$ cat src/logic/mem_geom_pkg.sv
// Geometry of the subbanked memory slice.
// The word is split into equal width subbanks that share one address.
// Subbank width must be a whole number of bytes and MEM_ELS a power of two.
// Depth subbanking is not supported.

`default_nettype none

package mem_geom_pkg;

    localparam int BYTE_WIDTH     = 8;
    localparam int WORD_WIDTH     = 32;                          // full memory word
    localparam int NUM_SUBBANK    = 2;                           // width subbanks only
    localparam int SUBBANK_WIDTH  = WORD_WIDTH / NUM_SUBBANK;    // 16 bits per subbank
    localparam int MASK_WIDTH     = SUBBANK_WIDTH / BYTE_WIDTH;  // bytes in one subbank
    localparam int BYTES_PER_WORD = NUM_SUBBANK * MASK_WIDTH;
    localparam int MEM_ELS        = 256;                         // depth in words
    localparam int ADDR_WIDTH     = $clog2(MEM_ELS);

    typedef logic [WORD_WIDTH-1:0]     word_t;
    typedef logic [SUBBANK_WIDTH-1:0]  subbank_data_t;    // one subbank slice of a word
    typedef logic [NUM_SUBBANK-1:0]    subbank_mask_t;    // one bit per subbank
    typedef logic [BYTES_PER_WORD-1:0] byte_mask_t;       // one bit per byte of the word
    typedef logic [ADDR_WIDTH-1:0]     mem_addr_t;        // word address into the array

endpackage

`default_nettype wire
$ cat src/logic/wb_bus_pkg.sv
// Wishbone classic bus types and the register map of the slice.
// Addresses are word addresses, byte lanes are chosen by sel.
// Bit CFG_SPACE_BIT picks register space, otherwise the low ADDR_WIDTH
// bits address the memory and the bits in between are ignored, so memory aliases.
// Only the low REG_IDX_WIDTH bits decode a register.

`default_nettype none

package wb_bus_pkg;

    localparam int WB_ADR_WIDTH  = 12;
    localparam int CFG_SPACE_BIT = 11;    // set means the configuration registers
    localparam int REG_IDX_WIDTH = 2;
    localparam int COUNT_WIDTH   = 16;

    typedef logic [WB_ADR_WIDTH-1:0]  wb_adr_t;
    typedef logic [REG_IDX_WIDTH-1:0] reg_idx_t;
    typedef logic [COUNT_WIDTH-1:0]   count_t;

    // register map, index 3 is unmapped and reads zero
    localparam reg_idx_t CFG_ENABLE_ADDR = 2'd0;    // subbank enable mask, read and write
    localparam reg_idx_t CFG_WCOUNT_ADDR = 2'd1;    // accepted memory writes, read only
    localparam reg_idx_t CFG_RCOUNT_ADDR = 2'd2;    // accepted memory reads, read only

    // master to slave, held stable by the master until ack
    typedef struct packed {
        logic                      cyc;
        logic                      stb;
        logic                      we;
        wb_adr_t                   adr;
        mem_geom_pkg::byte_mask_t  sel;
        mem_geom_pkg::word_t       dat;
    } wb_req_t;

    // slave to master, ack lasts exactly one cycle
    typedef struct packed {
        logic                 ack;
        mem_geom_pkg::word_t  dat;
    } wb_rsp_t;

endpackage

`default_nettype wire

$ cat src/logic/mem_wb_slave.sv
// Wishbone classic slave for the memory slice.
// Every accepted request is issued in its accept cycle and acknowledged
// one cycle later, for memory and register space alike. The slave never stalls.
// A request still held during its ack cycle is not accepted again.
// Count pulses fire on every accepted memory access, even with all subbanks off.

`timescale 1ns/1ps
`default_nettype none

module mem_wb_slave (
    input  logic                         clk_i,
    input  logic                         arst_n_i,
    input  wb_bus_pkg::wb_req_t          wb_req_i,
    output wb_bus_pkg::wb_rsp_t          wb_rsp_o,
    input  mem_geom_pkg::subbank_mask_t  enable_i,      // from the enable register
    output mem_geom_pkg::subbank_mask_t  mem_v_o,
    output logic                         mem_w_o,
    output mem_geom_pkg::mem_addr_t      mem_addr_o,
    output mem_geom_pkg::word_t          mem_wdata_o,
    output mem_geom_pkg::byte_mask_t     mem_mask_o,
    input  mem_geom_pkg::word_t          mem_rdata_i,
    output logic                         reg_stb_o,
    output logic                         reg_we_o,
    output wb_bus_pkg::reg_idx_t         reg_idx_o,
    output mem_geom_pkg::word_t          reg_wdata_o,
    input  mem_geom_pkg::word_t          reg_rdata_i,
    output logic                         rd_pulse_o,
    output logic                         wr_pulse_o
);

    logic                         accept;      // new request taken this cycle
    logic                         cfg_sel;     // request targets register space
    logic                         mem_acc;
    logic                         ack_q;
    logic                         cfg_q;       // space of the access being acked
    mem_geom_pkg::subbank_mask_t  sel_any;     // subbank has at least one select bit
    mem_geom_pkg::word_t          reg_rdata_q;

    // ack_q blocks the second look at a request that is still held during its ack
    assign accept  = wb_req_i.cyc & wb_req_i.stb & ~ack_q;
    assign cfg_sel = wb_req_i.adr[wb_bus_pkg::CFG_SPACE_BIT];
    assign mem_acc = accept & ~cfg_sel;

    always_comb begin
        for (int s = 0; s < mem_geom_pkg::NUM_SUBBANK; s++) begin
            sel_any[s] = |wb_req_i.sel[s*mem_geom_pkg::MASK_WIDTH +: mem_geom_pkg::MASK_WIDTH];
        end
    end

    // memory side, a subbank takes part only if selected and enabled
    assign mem_v_o     = sel_any & enable_i & {mem_geom_pkg::NUM_SUBBANK{mem_acc}};
    assign mem_w_o     = wb_req_i.we;
    assign mem_addr_o  = wb_req_i.adr[mem_geom_pkg::ADDR_WIDTH-1:0];    // upper bits alias
    assign mem_wdata_o = wb_req_i.dat;
    assign mem_mask_o  = wb_req_i.sel;

    // register side
    assign reg_stb_o   = accept & cfg_sel;
    assign reg_we_o    = wb_req_i.we;
    assign reg_idx_o   = wb_req_i.adr[wb_bus_pkg::REG_IDX_WIDTH-1:0];
    assign reg_wdata_o = wb_req_i.dat;

    assign rd_pulse_o = mem_acc & ~wb_req_i.we;
    assign wr_pulse_o = mem_acc & wb_req_i.we;

    always_ff @(posedge clk_i or negedge arst_n_i) begin
        if (!arst_n_i) begin
            ack_q <= 1'b0;
            cfg_q <= 1'b0;
        end else begin
            ack_q <= accept;            // exactly one cycle per accept
            if (accept) begin
                cfg_q <= cfg_sel;
            end
        end
    end

    // register read data is combinational in the config block, so it is taken here
    always_ff @(posedge clk_i) begin
        if (reg_stb_o) begin
            reg_rdata_q <= reg_rdata_i;
        end
    end

    // memory data already arrives one cycle late from the SRAM
    assign wb_rsp_o.ack = ack_q;
    assign wb_rsp_o.dat = cfg_q ? reg_rdata_q : mem_rdata_i;

endmodule

`default_nettype wire

$ cat config.mk
export PLATFORM = sky130hd
export DESIGN_NAME = mem_wb_slave
export DESIGN_NICKNAME = d
export VERILOG_FILES = /design/src/logic/mem_geom_pkg.sv /design/src/logic/wb_bus_pkg.sv /design/src/logic/mem_wb_slave.sv
export SDC_FILE = /design/constraint.sdc
export NUM_CORES = 1
export LEC_CHECK = 0
export BUFFER_PORTS_ARGS = -buffer_cell sky130_fd_sc_hd__buf_2
export CAP_MARGIN = 20
export CORE_AREA = 4 4 90 92
export DETAILED_ROUTE_END_ITERATION = 6
export DIE_AREA = 0 0 94 96
export PLACE_DENSITY = 0.72
export SLEW_MARGIN = 30
export SYNTH_ARGS = -nofsm -noshare
export SYNTH_HDL_FRONTEND = slang
export SYNTH_SLANG_ARGS = --single-unit
$ cat constraint.sdc
create_clock -name clk_i -period 3.8 [get_ports clk_i]
set_input_delay 0.57 -clock clk_i [delete_from_list [all_inputs] [get_ports clk_i]]
set_output_delay 0.57 -clock clk_i [all_outputs]
set_load 0.005 [all_outputs]
; ---- After elaboration in Yosys (flattened, before gate mapping)
; Cells that the tools add are included.
[totals]
ff_bits = 34
inputBits = 119
out_inout_bits = 118
elab_cells = 17
[classes]
mux = 1
n_bitwise = 11
reduce_logical = 2
[op_table]
columns = cell, n
row1 = $mux W32, 1
row2 = $and A1 B1 Y1, 6
row3 = $and A2 B2 Y2, 2
row4 = $reduce_or A2 Y1, 2
row5 = $not A1 Y1, 3

; ---- Longest topological paths before layout
[logic_depth]
depth_word = 4
depth_mapped = 3
ltp_nobuf = 2

; ---- Worst setup path before layout
; Ideal clock, no wire load.
[synth_timing]
path_kind = input-to-output
startpoint = input port wb_req_i[49] (netlist name)
endpoint = output port reg_stb_o
arrival_time_ns = 1.591
required_ns = 3.230
path_slack_ns = 1.639
cell_stages = 2
cell_sequence = and3b_1 -> and2_1
[synth_between]
elab_chain_cells = 3
[synth_lines]
columns = element, line
row1 = start: declaration, mem_wb_slave.sv:13  ; input wb_bus_pkg::wb_req_t wb_req_i,
row2 = $and A1 B1 Y1 (2 in series), mem_wb_slave.sv:40  ; assign accept = wb_req_i.cyc & wb_req_i.stb & ~ack_q;
row3 = $and A1 B1 Y1, mem_wb_slave.sv:58  ; assign reg_stb_o = accept & cfg_sel;
row4 = end: declaration, mem_wb_slave.sv:22  ; output logic reg_stb_o,
; No other way between the ends.

==> results.md <==
* Hold WS at 0.0652 ns
* P per Cell Area at between 300 and 400 nW/um^2
* Register area share after synthesis at between 40% and 50%
* Mapped cell area at 2220 um^2
* Num ports at 237
* Crit path time final at about 2.2 ns
* Vias at 1,240
* Wire per inst at between 15 and 20 um
* Seq cells post-synth at 34
* Crit path launch type: register
* Clk Latency, worst-skew pair at about 0.27 ns
* Overall Global Routing Usage at around a tenth
* Area Overhead vs Synth at 6.76%
* Critical R2R Capture: reg_rdata_q[28]$_DFFE_PP_
* CTS tree: done
* Pre-antenna DRT Iters at 3
* RSZ-0062 raised after global routing: false
* WP data required at between 3 and 4 ns
* Final nets at between 300 and 400
* Final hold violations at 0
* Crit share post-route at between 50% and 60%
* Share of cells above drive strength 1 at roughly 78%
* Comb pwr share at 22.3%
* Sequential share of power at around 50%
* CTS Buffer Depth at 2
* First-pass GRT wire length at between 6000 and 7000 um
* Clock transition at path regs at 0.06 ns
* Die area at ~9000 um^2
* Layout filler cell count at 743
* Initial DRC count at 29
* Buffers on Ports at 119
* Overall Power at approximately 0.00088 W
* Root Driver: clkbuf_8
* Initial antenna violation count at 0
* Final WL at ~4800 um
* Most frequent cells in the layout: buf_2, edfxtp_1, mux2_4
* Post-route setup TNS at 0 ns
* Class of the tightest hold or removal check: in -> async
* Critical Path AT at ~1.6 ns
* Setup Skew at around 0.0036 ns
* Hold-fix buffers, CTS at 0
* RR Startpoint: ack_q$_DFF_PN0_
* Synthesized area per cell at about 14 um^2
* FF-to-FF path depth at 3
* Grt ovf at 0
* Core Util, Final at between 30% and 40%
* GP Congestion at ~0.66
* Synth Area in XOR/XNOR at 0%
* Maximum clock rate at roughly 460 MHz
* Post-synthesis cell count at 162
* Crit. End Element: output pin
* Overall die width at roughly 94 um
* H-tree levels at 2
* Antenna-violating nets left at 0
* Area leader, netlist: edfxtp_1
* Multiplexer share of the synthesized area at between 20% and 30%
* Reg-to-reg slack, setup at between 2 and 2.5 ns
* Syn nets at approximately 280
* Complex-gate fraction of the synthesized area at less than 1%
* Int Pwr at 0.000679 W
* Vias in the first global route at around 1,200
* Postcts setup bufs at 0
* Commonest non-fill, non-tap cell in the layout: buf_2
* Setup violators final at 0
* Initial Utilization at a little under a third
* Simple-gate share of the synthesized area at under 10%
* Pleak at approximately 1.1 nW
* Max-Cap Viols at 0
* Die Y at approximately 96 um
* Worst IR Drop VDD at 129 uV
* Top cells by area, synth: edfxtp_1, buf_4, mux2_4
* FP Rows at 31
* Cts repair resizes at 0
* Top-area cell type share of the netlist area at between 40% and 50%
* Synth Area in Adders at 0%
* Largest family of logic cells by synthesized area: buffers and inverters
* Vias per inst at ~4
* Largest net degree at the start of global routing at 34
* CTS sink cnt at 34
* Switching part of the total at a little under a quarter
* Worst Setup SP: cfg_q$_DFFE_PN0N_
* Clock share of power at between 20 and 30%
* Worst slew pin tran at around 0.44 ns
* Total CTS buffers at 5
* DRC viols at 0
* Status: finished clean
* Switching Power at slightly below 0.0002 W
* Synth unique cells at 14
* Worst relative slew slack at between 70 and 80%
* Max FO, Critical Path at 19
* N_diodes at 0
* Fin. max-slew vios at 0
* Core ar. at 7210 um^2
* Setup CP Type: reg -> out
* Yosys warns at 0
synth_stat cells (all sizes together):
library cell / count
buf: 85
edfxtp: 32
mux2: 32
nor2: 4
dfrtp: 2
o21ai: 2
and2: 1
and3b: 1
inv: 1
nand4bb: 1
o21a: 1
routing by layer:
metal / track usage [%] / share of wire (%) / wire, um
met5: 0 / 0 / 0
met4: 5.29 / 2.9 / 136
met3: 4.07 / 14 / 679
met2: 18.1 / 54 / 2550
met1: 8.03 / 29 / 1390
final cells by class:
class,instances,area (um^2),area share (%)
flip-flops and latches,34,1010,42.7
well taps,99,124,5.22
clock buffers,6,72.6,3.06
multi-input cells,42,528,22.3
clock inverters,2,8.76,0.369
inverters,1,3.75,0.158
repair buffers,121,623,26.3
logic make-up after synthesis:
| family | Yosys count |
|---|---|
| simple gates | 7 |
| buf+inv | 86 |
| compound gates | 3 |
| flops | 34 |
| mux | 32 |
state kept, by name, summed over array words and instances (netlist names):
register     flops
cfg_q            1
reg_rdata_q     32
ack_q            1
power groups by stage:
stage | logic [W] | clock network, W | registers (W)
finish | 0.000196 | 0.000243 | 0.000438
global route | 0.000211 | 0.000273 | 0.000440
CTS | 0.000181 | 0.000256 | 0.000454
detailed placement | 0.000180 | 0 | 0.000463
global placement | 0.000176 | 0 | 0.000460
floorplan | 0.000207 | 0 | 0.000434
per-stage QoR:
step	instances	cell area, um^2	worst slack [ns]
global route	305	2370	1.48
floorplan	162	2220	1.64
finish	305	2370	1.61
CTS	304	2350	1.36
detailed placement	296	2270	1.66
global placement	296	2270	1.69
how the worst max path moves through the flow:
stage / end / slack (ns) / cells past startpoint
floorplan: reg_stb_o / 1.64 / 2
CTS: wb_rsp_o[31] / 1.36 / 2
global route: reg_stb_o / 1.48 / 4
finish: wb_rsp_o[0] / 1.61 / 3
detailed placement: reg_stb_o / 1.66 / 5
global placement: reg_stb_o / 1.69 / 5
worst max-delay path, stage by stage (launching register included):
cell and delay (ns):
dfrtp_2 0.64, buf_12 0.25, mux2_4 0.32, buf_2 0.13
(Power assumes the default switching activity.)
