`config.mk`:
```
export PLATFORM = sky130hd
export DESIGN_NAME = mem_cfg_regs
export DESIGN_NICKNAME = d
export VERILOG_FILES = /design/src/logic/mem_geom_pkg.sv /design/src/logic/wb_bus_pkg.sv /design/src/logic/mem_cfg_regs.sv
export SDC_FILE = /design/constraint.sdc
export NUM_CORES = 1
export LEC_CHECK = 0
export BUFFER_PORTS_ARGS = -buffer_cell sky130_fd_sc_hd__clkbuf_2
export CAP_MARGIN = 20
export CORE_ASPECT_RATIO = 0.5
export CORE_UTILIZATION = 30
export CTS_CLUSTER_SIZE = 14
export DETAILED_ROUTE_END_ITERATION = 10
export PLACE_DENSITY = 0.52
export SYNTH_ARGS = -nofsm -noshare
export SYNTH_HDL_FRONTEND = slang
export SYNTH_SLANG_ARGS = --single-unit
```
`constraint.sdc`:
```
create_clock -name clk_i -period 1.5 [get_ports clk_i]
set_input_delay 0.15 -clock clk_i [delete_from_list [all_inputs] [get_ports clk_i]]
set_output_delay 0.15 -clock clk_i [all_outputs]
set_load 0.1 [all_outputs]
```
`src/logic/mem_geom_pkg.sv`:
```
// Geometry of the subbanked memory slice.
// The word is split into equal width subbanks that share one address.
// Subbank width must be a whole number of bytes and MEM_ELS a power of two.
// Depth subbanking is not supported.

`default_nettype none

package mem_geom_pkg;

    localparam int BYTE_WIDTH     = 8;
    localparam int WORD_WIDTH     = 32;                          // full memory word
    localparam int NUM_SUBBANK    = 2;                           // width subbanks only
    localparam int SUBBANK_WIDTH  = WORD_WIDTH / NUM_SUBBANK;    // 16 bits per subbank
    localparam int MASK_WIDTH     = SUBBANK_WIDTH / BYTE_WIDTH;  // bytes in one subbank
    localparam int BYTES_PER_WORD = NUM_SUBBANK * MASK_WIDTH;
    localparam int MEM_ELS        = 256;                         // depth in words
    localparam int ADDR_WIDTH     = $clog2(MEM_ELS);

    typedef logic [WORD_WIDTH-1:0]     word_t;
    typedef logic [SUBBANK_WIDTH-1:0]  subbank_data_t;    // one subbank slice of a word
    typedef logic [NUM_SUBBANK-1:0]    subbank_mask_t;    // one bit per subbank
    typedef logic [BYTES_PER_WORD-1:0] byte_mask_t;       // one bit per byte of the word
    typedef logic [ADDR_WIDTH-1:0]     mem_addr_t;        // word address into the array

endpackage

`default_nettype wire
```
`src/logic/wb_bus_pkg.sv`:
```
// Wishbone classic bus types and the register map of the slice.
// Addresses are word addresses, byte lanes are chosen by sel.
// Bit CFG_SPACE_BIT picks register space, otherwise the low ADDR_WIDTH
// bits address the memory and the bits in between are ignored, so memory aliases.
// Only the low REG_IDX_WIDTH bits decode a register.

`default_nettype none

package wb_bus_pkg;

    localparam int WB_ADR_WIDTH  = 12;
    localparam int CFG_SPACE_BIT = 11;    // set means the configuration registers
    localparam int REG_IDX_WIDTH = 2;
    localparam int COUNT_WIDTH   = 16;

    typedef logic [WB_ADR_WIDTH-1:0]  wb_adr_t;
    typedef logic [REG_IDX_WIDTH-1:0] reg_idx_t;
    typedef logic [COUNT_WIDTH-1:0]   count_t;

    // register map, index 3 is unmapped and reads zero
    localparam reg_idx_t CFG_ENABLE_ADDR = 2'd0;    // subbank enable mask, read and write
    localparam reg_idx_t CFG_WCOUNT_ADDR = 2'd1;    // accepted memory writes, read only
    localparam reg_idx_t CFG_RCOUNT_ADDR = 2'd2;    // accepted memory reads, read only

    // master to slave, held stable by the master until ack
    typedef struct packed {
        logic                      cyc;
        logic                      stb;
        logic                      we;
        wb_adr_t                   adr;
        mem_geom_pkg::byte_mask_t  sel;
        mem_geom_pkg::word_t       dat;
    } wb_req_t;

    // slave to master, ack lasts exactly one cycle
    typedef struct packed {
        logic                 ack;
        mem_geom_pkg::word_t  dat;
    } wb_rsp_t;

endpackage

`default_nettype wire

```
`src/logic/mem_cfg_regs.sv`:
```
// Configuration registers beside the memory.
// Register 0 holds the subbank enable mask, which comes up all ones.
// Registers 1 and 2 count accepted memory writes and reads and wrap at 2^16.
// Writes to read only or unmapped registers are dropped, unmapped reads give zero.
// Read data is combinational on the index.

`timescale 1ns/1ps
`default_nettype none

module mem_cfg_regs (
    input  logic                         clk_i,
    input  logic                         arst_n_i,
    input  logic                         reg_stb_i,
    input  logic                         reg_we_i,
    input  wb_bus_pkg::reg_idx_t         reg_idx_i,
    input  mem_geom_pkg::word_t          reg_wdata_i,
    input  logic                         rd_pulse_i,    // one accepted memory read
    input  logic                         wr_pulse_i,    // one accepted memory write
    output mem_geom_pkg::subbank_mask_t  enable_o,
    output mem_geom_pkg::word_t          reg_rdata_o
);

    mem_geom_pkg::subbank_mask_t  enable_q;
    wb_bus_pkg::count_t           wcount_q;
    wb_bus_pkg::count_t           rcount_q;

    always_ff @(posedge clk_i or negedge arst_n_i) begin
        if (!arst_n_i) begin
            enable_q <= '1;    // all subbanks on
            wcount_q <= '0;
            rcount_q <= '0;
        end else begin
            if (reg_stb_i && reg_we_i && (reg_idx_i == wb_bus_pkg::CFG_ENABLE_ADDR)) begin
                enable_q <= reg_wdata_i[mem_geom_pkg::NUM_SUBBANK-1:0];    // upper bits dropped
            end
            if (wr_pulse_i) begin
                wcount_q <= wcount_q + 1'b1;    // wraps naturally
            end
            if (rd_pulse_i) begin
                rcount_q <= rcount_q + 1'b1;
            end
        end
    end

    // zero extended read mux
    always_comb begin
        case (reg_idx_i)
            wb_bus_pkg::CFG_ENABLE_ADDR: reg_rdata_o = mem_geom_pkg::word_t'(enable_q);
            wb_bus_pkg::CFG_WCOUNT_ADDR: reg_rdata_o = mem_geom_pkg::word_t'(wcount_q);
            wb_bus_pkg::CFG_RCOUNT_ADDR: reg_rdata_o = mem_geom_pkg::word_t'(rcount_q);
            default:                     reg_rdata_o = '0;
        endcase
    end

    assign enable_o = enable_q;

endmodule

`default_nettype wire

```
Word-level counts from Yosys, hierarchy flattened
Index checks and enable logic that the tools add are counted.

storage, ports and cells
  logic and storage cells = 11
  output and inout port bits = 34
  bits in registers = 34
  input bits = 40

operators by class
  reductions and logical operators = 3
  add/sub/neg operators = 2
  eq/ne operators = 2
  muxes and demuxes = 1

operators by type and width
  cell                                            count
  case mux 16 bit (3 select lines)                1
  adder 16 x 1 -> 16 bit (second input constant)  2
  == test 2 x 1 -> 1 bit (second input constant)  1
  == test 2 bit (second input constant)           1
  logical AND 1 bit                               2
  zero test 2 bit                                 1

Depth between registers and ports, before layout
Gate-level depths: netlist (run 1).

  depth after elaboration = 2
  gate-level depth with buffers = 5
  depth with buffers taken out = 5

Worst setup path after synthesis (run 1)
OpenSTA, ideal clock, no wires.

  path kind = reg2out
  from = reg enable_q[0], in the netlist enable_o[0]
  to = out reg_rdata_o[0]
  path buffers = 0
  arrival = 3.097 ns
  data required time = 1.350 ns
  stages on the path, launching flop included = 3
  path slack = -1.747 ns
  cells stage by stage = dfstp_2 mux2i_1 o21ai_0

between the ends
  word-level cells in the longest chain between the ends = 1

ends and longest elaborated chain
  item                              RTL line            RTL
  from (decl)                       mem_cfg_regs.sv:23  mem_geom_pkg::subbank_mask_t enable_q;
  from (signal assigned)            mem_cfg_regs.sv:34  enable_q <= reg_wdata_i[mem_geom_pkg::NUM_SUBBANK-1:0];
  case mux 16 bit (3 select lines)  mem_cfg_regs.sv:47  case (reg_idx_i)
  to (decl)                         mem_cfg_regs.sv:20  output mem_geom_pkg::word_t reg_rdata_o

Every way passes these cells.

Worst setup path after layout (run 1)
  from = reg enable_q[1], in the netlist enable_o[1]
  to = out reg_rdata_o[1]

Same word-level chain as after synthesis.

==> results of run 1 <==
metal layers:
metal  share of wire [%]  GRT usage, %  wire length, um
met1                  51          18.3             1840
met3                 4.7          3.89              169
met2                  44          18.6             1610
met5                   0             0                0
met4                0.25          3.43                9
worst paths after layout:
check,start,slack (ps),cells after the start,end
setup / recovery,enable_o[1]$_DFFE_PN1P_,40,3,reg_rdata_o[1]
hold / removal,reg_wdata_i[0],110,2,enable_o[0]$_DFFE_PN1P_
setup reg to reg,wcount_q[1]$_DFFE_PN0P_,60,5,wcount_q[10]$_DFFE_PN0P_
hold reg to reg,wcount_q[15]$_DFFE_PN0P_,480,1,wcount_q[15]$_DFFE_PN0P_
max in group asynchronous,arst_n_i,720,3,enable_o[1]$_DFFE_PN1P_
min in group asynchronous,arst_n_i,440,3,wcount_q[10]$_DFFE_PN0P_
stage by stage:
step                      utilization (%)  TNS [ps]  hold WS (ps)  worst slack (ps)
after floorplan                         -      -304          -146              -177
after global placement               42.2         0           210              33.4
after detailed placement             42.2         0           211              10.6
after CTS                            45.5         0           109              18.2
after global routing                 46.0     -32.3           118             -18.5
final                                46.0         0           111              40.8
synth_stat cells, types with 3 or more instances:
master,instances,area (um2)
xor2_1,8,70.1
a22o_1,14,123
buf_4,16,120
xnor2_1,22,193
and4_1,3,26.3
mux2_2,4,45.0
nand2_1,11,41.3
nor2b_1,4,25.0
nor2_1,5,18.8
clkbuf_1,3,11.3
dfrtp_1,32,801
nand4_1,9,56.3
nand3_1,9,45.0
and3_1,3,18.8
area by class of cell:
class,count,share of cell area (%)
Clock buffer,6,5.40
Clock inverter,2,0.486
Inverter,2,0.292
Multi-Input combinational cell,120,35.1
Sequential cell,34,33.5
Tap cell,73,3.55
Timing Repair Buffer,47,21.7
what timing repair did:
item,4_1_cts,5_1_grt
buffers inserted,2,1
hold buffers,1,0
resized for setup,2,4
setup endpoints to repair,3,5
pin swaps,4,2
endpoints found under the hold margin,32,0
flip-flops by register name, summed over array words and instances, names as in the netlist:
| register | cells |
|---|---|
| wcount_q | 16 |
| rcount_q | 16 |
| enable_o | 2 |
power by group through the flow:
stage	logic, uW	clock network [uW]	registers [uW]
final	1770	1030	1310
after global routing	1870	1100	1340
after CTS	1740	1060	1300
after detailed placement	1700	0	1330
after global placement	1690	0	1320
after floorplan	982	0	1440
cells by family after synthesis:
kind of cell	after synthesis
compound gates	16
xor+xnor	30
fa+ha+maj	2
buf+inv	22
flops	34
mux	6
other cells	1
simple gates	50
worst reg2reg max path, delay by kind of cell (launching register included):
kind / cells / cell delay [ps]
xor gates and xnor gates: 1 / 150
adders and majority gates: 1 / 200
DFF: 1 / 350
and+or+nand+nor: 3 / 670
==> summary.txt, run 1 <==
Status
  • Run status: complete, no violations

Place
  • I/O Buffers: 27
  • Routability Congestion: 0.758
  • HPWL Detailed: 2.63 mm
  • Placed cells: 272
  • Placed inst area: 2360 um2

Clocking
  • Clk slew on worst S/H paths: 50 ps
  • CTS Buf Count: 5
  • Later-pin clock latency in the skew report: 280 ps
  • CTS Sinks: 34
  • Htree depth: 2
  • Max Root-Sink Buffers: 2
  • Clock root buffer: clkbuf_16
  • CTS tree: yes

Cells and area
  • Share of layout cells above drive strength 1: 37.9%
  • Most frequent cells in the layout: 32 x dfrtp_1, 22 x xnor2_1, 19 x buf_4
  • Area occupied by multi-input gates: 903 um2
  • Fillers: 519
  • Non-filler cells, final: 284
  • Most common cell after layout, fill and taps aside: dfrtp_1
  • Final nets: 252
  • Finished Cell Area: 2570 um2
  • Synth-to-layout area growth: 45.5%
  • Reg area: 861 um2
  • Diode count: 0

Drt
  • Final wirelength: 3.63 mm
  • DR WL/cell: 12.8 um
  • ANT nets after route: 0
  • Vias per cell: 4.57
  • DRT iter0 DRCs: 47
  • Initial DRT Pass Iterations: 4
  • Via count: 1299
  • DRC viols: 0

Synth
  • Adder-cell area share of the yosys netlist: 1.42%
  • Yosys cell types: 26
  • Synth Flop Type: dfrtp_1
  • Ys Warns: 0
  • Average size of a mapped cell: 11.0 um2
  • Largest family of logic cells by synthesized area: simple AND/OR/NAND/NOR gates
  • Synth Area in XOR/XNOR: 14.9%
  • Simple-gate share of the synthesized area: 15.9%
  • Cells after synthesis: 161
  • Post-Syn Area: 1770 um2
  • Yosys reg bits: 34
  • Async SR Flop Fraction: 100%
  • Compound-Gate Fraction of Synth Area: 7.50%
  • EDFF count, synth: 0
  • Post-synthesis mux area share: 3.68%
  • Seq/Total Area, Yosys: 48.3%

Worst setup path
  • CP max FO: 2
  • Buffers and inverters on the worst path: 1
  • CP cell instances: mux2i_4 > o21ai_4 > buf_12
  • CP Launch Type: register
  • Top delay family on crit path: flip-flops
  • Critical-path top delay cell: dfstp_4
  • Crit-path max cell delay: 620 ps
  • Arrival time worst endpoint: 1310 ps
  • Crit Path Class: reg2out
  • CP required: 1350 ps
  • CP endpoint kind: primary output

Floorplanning
  • Die Wd: 111 um
  • Initial Util: 31.6%
  • DIE AREA: 6220 um2
  • Die height: 56.3 um
  • Core Region: 5590 um2
  • # rows: 19
  • Io pins: 74

Global routing
  • Vias in the first global route: 1257
  • Largest net degree at the start of global routing: 35
  • Antenna violations before repair: 0
  • GR Overflow Total: 0
  • First-pass GRT wire length: 6.26 mm
  • Overall routing resource usage: 12.8%

Power
  • Sw frac: 39.1%
  • NetSw: 1610 uW
  • Power Total: 4110 uW
  • P_int: 2500 uW
  • Pwr Density: 1600 nW/um2
  • Sequential share of power: 31.8%
  • Worst VDD drop: 800 uV
  • Comb power frac: 43.0%
  • Lkg Pwr: 0.00117 uW
  • Clock power frac: 25.1%

STA
  • Fmax: 0.685 GHz
  • Final setup vio count: 0
  • Final hold vios: 0
  • Max Clock Skew: 3.84 ps
  • Minimum clock period: 1460 ps
  • RSZ-0062 raised after global routing: true
  • Fin. max-slew vios: 0
  • Final period utilization: 97.3%

Job
  • Max cap viols: 0

Min path
  • HP Class: in2reg
(Power assumes the default switching activity.)
==> inputs of run 2 (changes only) <==
--- a/config.mk
+++ b/config.mk
@@ -5,13 +5,13 @@
 export SDC_FILE = /design/constraint.sdc
 export NUM_CORES = 1
 export LEC_CHECK = 0
+export ABC_AREA = 1
 export BUFFER_PORTS_ARGS = -buffer_cell sky130_fd_sc_hd__clkbuf_2
 export CAP_MARGIN = 20
 export CORE_ASPECT_RATIO = 0.5
 export CORE_UTILIZATION = 30
-export CTS_CLUSTER_SIZE = 14
 export DETAILED_ROUTE_END_ITERATION = 10
-export PLACE_DENSITY = 0.52
+export PLACE_DENSITY = 0.51
 export SYNTH_ARGS = -nofsm -noshare
 export SYNTH_HDL_FRONTEND = slang
 export SYNTH_SLANG_ARGS = --single-unit
==> summary.txt, run 2 <==
Synth
  • Ys Warns: 0
  • Post-synth top cells: 46 x inv_1, 41 x nand2_1, 32 x dfrtp_1
  • Seq/Total Area, Yosys: 41.6%
  • Synth top area cells: dfrtp_1 39%, xor2_1 9.0%, inv_1 8.4%, nand2_1 7.5%, buf_4 6.2%
  • Post-synth top area share: 39.0%
  • Largest family of logic cells by synthesized area: simple AND/OR/NAND/NOR gates
  • Synth Area in XOR/XNOR: 9.39%
  • Dominant cell type by area after synthesis: dfrtp_1
  • Yosys reg bits: 34
  • Synth Flop Type: dfrtp_1
  • EDFF count, synth: 0
  • Compound-Gate Fraction of Synth Area: 5.55%
  • Yosys cell types: 31
  • Async SR Flop Fraction: 100%
  • Most common cell in the netlist: inv_1
  • Cells after synthesis: 248
  • Average size of a mapped cell: 8.27 um2
  • Adder-cell area share of the yosys netlist: 1.22%
  • Post-Syn Area: 2050 um2
  • Simple-gate share of the synthesized area: 24.7%
  • Post-synthesis mux area share: 1.10%

Worst setup path
  • Buffers and inverters on the worst path: 3
  • Arrival time worst endpoint: 1290 ps
  • CP required: 1350 ps
  • CP cell instances: buf_6 > inv_4 > o211ai_1 > clkbuf_16
  • CP endpoint kind: primary output
  • Critical-path top delay cell: dfrtp_1
  • Top delay family on crit path: buffers and inverters
  • Crit Path Class: reg2out
  • CP Launch Type: register
  • CP max FO: 4
  • Crit-path max cell delay: 360 ps

Place
  • HPWL Detailed: 3.43 mm
  • Placed inst area: 2650 um2
  • Routability Congestion: 0.764
  • I/O Buffers: 27
  • Setup WS pre-CTS: 111 ps

Cells and area
  • Final nets: 330
  • Most common cell after layout, fill and taps aside: inv_1
  • Reg area: 853 um2
  • Area occupied by multi-input gates: 1060 um2
  • Finished Cell Area: 2860 um2
  • Fillers: 610
  • Share of layout cells above drive strength 1: 27.0%
  • Synth-to-layout area growth: 39.5%
  • Most frequent cells in the layout: 45 x inv_1, 41 x nand2_1, 32 x dfrtp_1
  • Core Util, Final: 45.2%
  • Diode count: 0

Floorplanning
  • # rows: 20
  • Core Region: 6330 um2
  • Die height: 60.5 um
  • Initial Util: 32.4%
  • Die Wd: 119 um
  • DIE AREA: 7190 um2
  • Io pins: 74

Clocking
  • Htree depth: 2
  • CTS Sinks: 34
  • Later-pin clock latency in the skew report: 270 ps
  • Clk slew on worst S/H paths: 50 ps
  • CTS Buf Count: 5
  • CTS tree: yes
  • Max Root-Sink Buffers: 2
  • Clock root buffer: clkbuf_16

Status
  • Run status: complete, no violations

Job
  • Max cap viols: 0

Drt
  • Final wirelength: 4.26 mm
  • Vias per cell: 4.33
  • ANT nets after route: 0
  • Initial DRT Pass Iterations: 4
  • Via count: 1633
  • DRC viols: 0
  • DRT iter0 DRCs: 71
  • DR WL/cell: 11.3 um

Min path
  • HP Class: in2reg

Power
  • Worst VDD drop: 595 uV
  • Lkg Pwr: 0.00142 uW
  • Pwr Density: 1620 nW/um2

STA
  • Max Clock Skew: 2.04 ps
  • Minimum clock period: 1440 ps
  • RSZ-0062 raised after global routing: true
  • Final setup vio count: 0
  • Final hold vios: 0
  • Final period utilization: 95.7%
  • Fin. max-slew vios: 0
  • Final worst setup slack: 64.9 ps
  • Fmax: 0.697 GHz

Global routing
  • Largest net degree at the start of global routing: 35
  • GR Overflow Total: 0
  • Overall routing resource usage: 13.2%
  • Vias in the first global route: 1475
  • First-pass GRT wire length: 7.25 mm
  • Antenna violations before repair: 0
[run 2: layout make-up]
cell class | instances | area share [%]
Multi-Input combinational cell | 160 | 37.2
Sequential cell | 34 | 29.8
Timing Repair Buffer | 40 | 17.1
Inverter | 47 | 6.25
Clock buffer | 8 | 5.81
Tap cell | 88 | 3.85
[run 2: final timing paths]
| kind | startpoint | endpoint | slack, ps | cells past startpoint |
|---|---|---|---|---|
| worst max-delay path | wcount_q[0]$_DFFE_PN0P_ | reg_rdata_o[0] | 60 | 4 |
| min in group asynchronous | arst_n_i | rcount_q[2]$_DFFE_PN0P_ | 450 | 3 |
| worst max register to register | wcount_q[1]$_DFFE_PN0P_ | wcount_q[10]$_DFFE_PN0P_ | 120 | 5 |
| worst min-delay path | reg_wdata_i[0] | enable_o[0]$_DFFE_PN1P_ | 110 | 2 |
| max in group asynchronous | arst_n_i | enable_o[0]$_DFFE_PN1P_ | 720 | 3 |
| worst min register to register | wcount_q[15]$_DFFE_PN0P_ | wcount_q[15]$_DFFE_PN0P_ | 470 | 2 |
[run 2: timing repair]
item                       CTS  global route
gates resized for setup      0             4
setup endpoints to repair    0             1
setup buffers                0             3
hold buffers                 1             0
hold endpoints to repair    32             0
[run 2: power breakdown]
| group | internal [uW] | total (uW) | switching (uW) |
|---|---|---|---|
| Clock | 751 | 1110 | 356 |
| Combinational | 702 | 2120 | 1410 |
| Sequential | 1150 | 1410 | 259 |
[run 2: metrics by stage]
step	std cells	setup TNS [ps]	total power [uW]	hold slack [ps]
floorplan	263	-3250	2910	-146
global placement	365	0	3450	212
detailed placement	365	0	3470	215
CTS	374	0	4610	109
global route	377	-8.10	4890	122
finish	377	0	4630	114
[run 2: cell families (layout without fill, tap and decap cells)]
family                     after synthesis  count (layout)
and+or+nand+nor                         99              99
xor gates and xnor gates                22              22
buffers and inverters                   69              95
adders and majority gates                2               2
muxes                                    2               2
AOI/OAI and AO/OA                       19              19
DFF                                     34              34
other                                    1              16
[run 2: routing by layer]
layer / routed length, um / share of wire [%] / vias up / global-route usage (%)
met1: 2130 / 50 / 775 / 18.3
met5: 0 / 0 / - / 0
met3: 172 / 4.0 / 2 / 3.38
met4: 12 / 0.28 / 0 / 2.71
li1: - / - / 824 / -
met2: 1950 / 46 / 32 / 21.2
[run 2: worst reg2reg max path, stage by stage, from the launching register on]
cell	delay, ps
dfrtp_1	400
ha_1	190
nand2_2	90
nor3_4	320
nand2_1	110
xor2_1	150
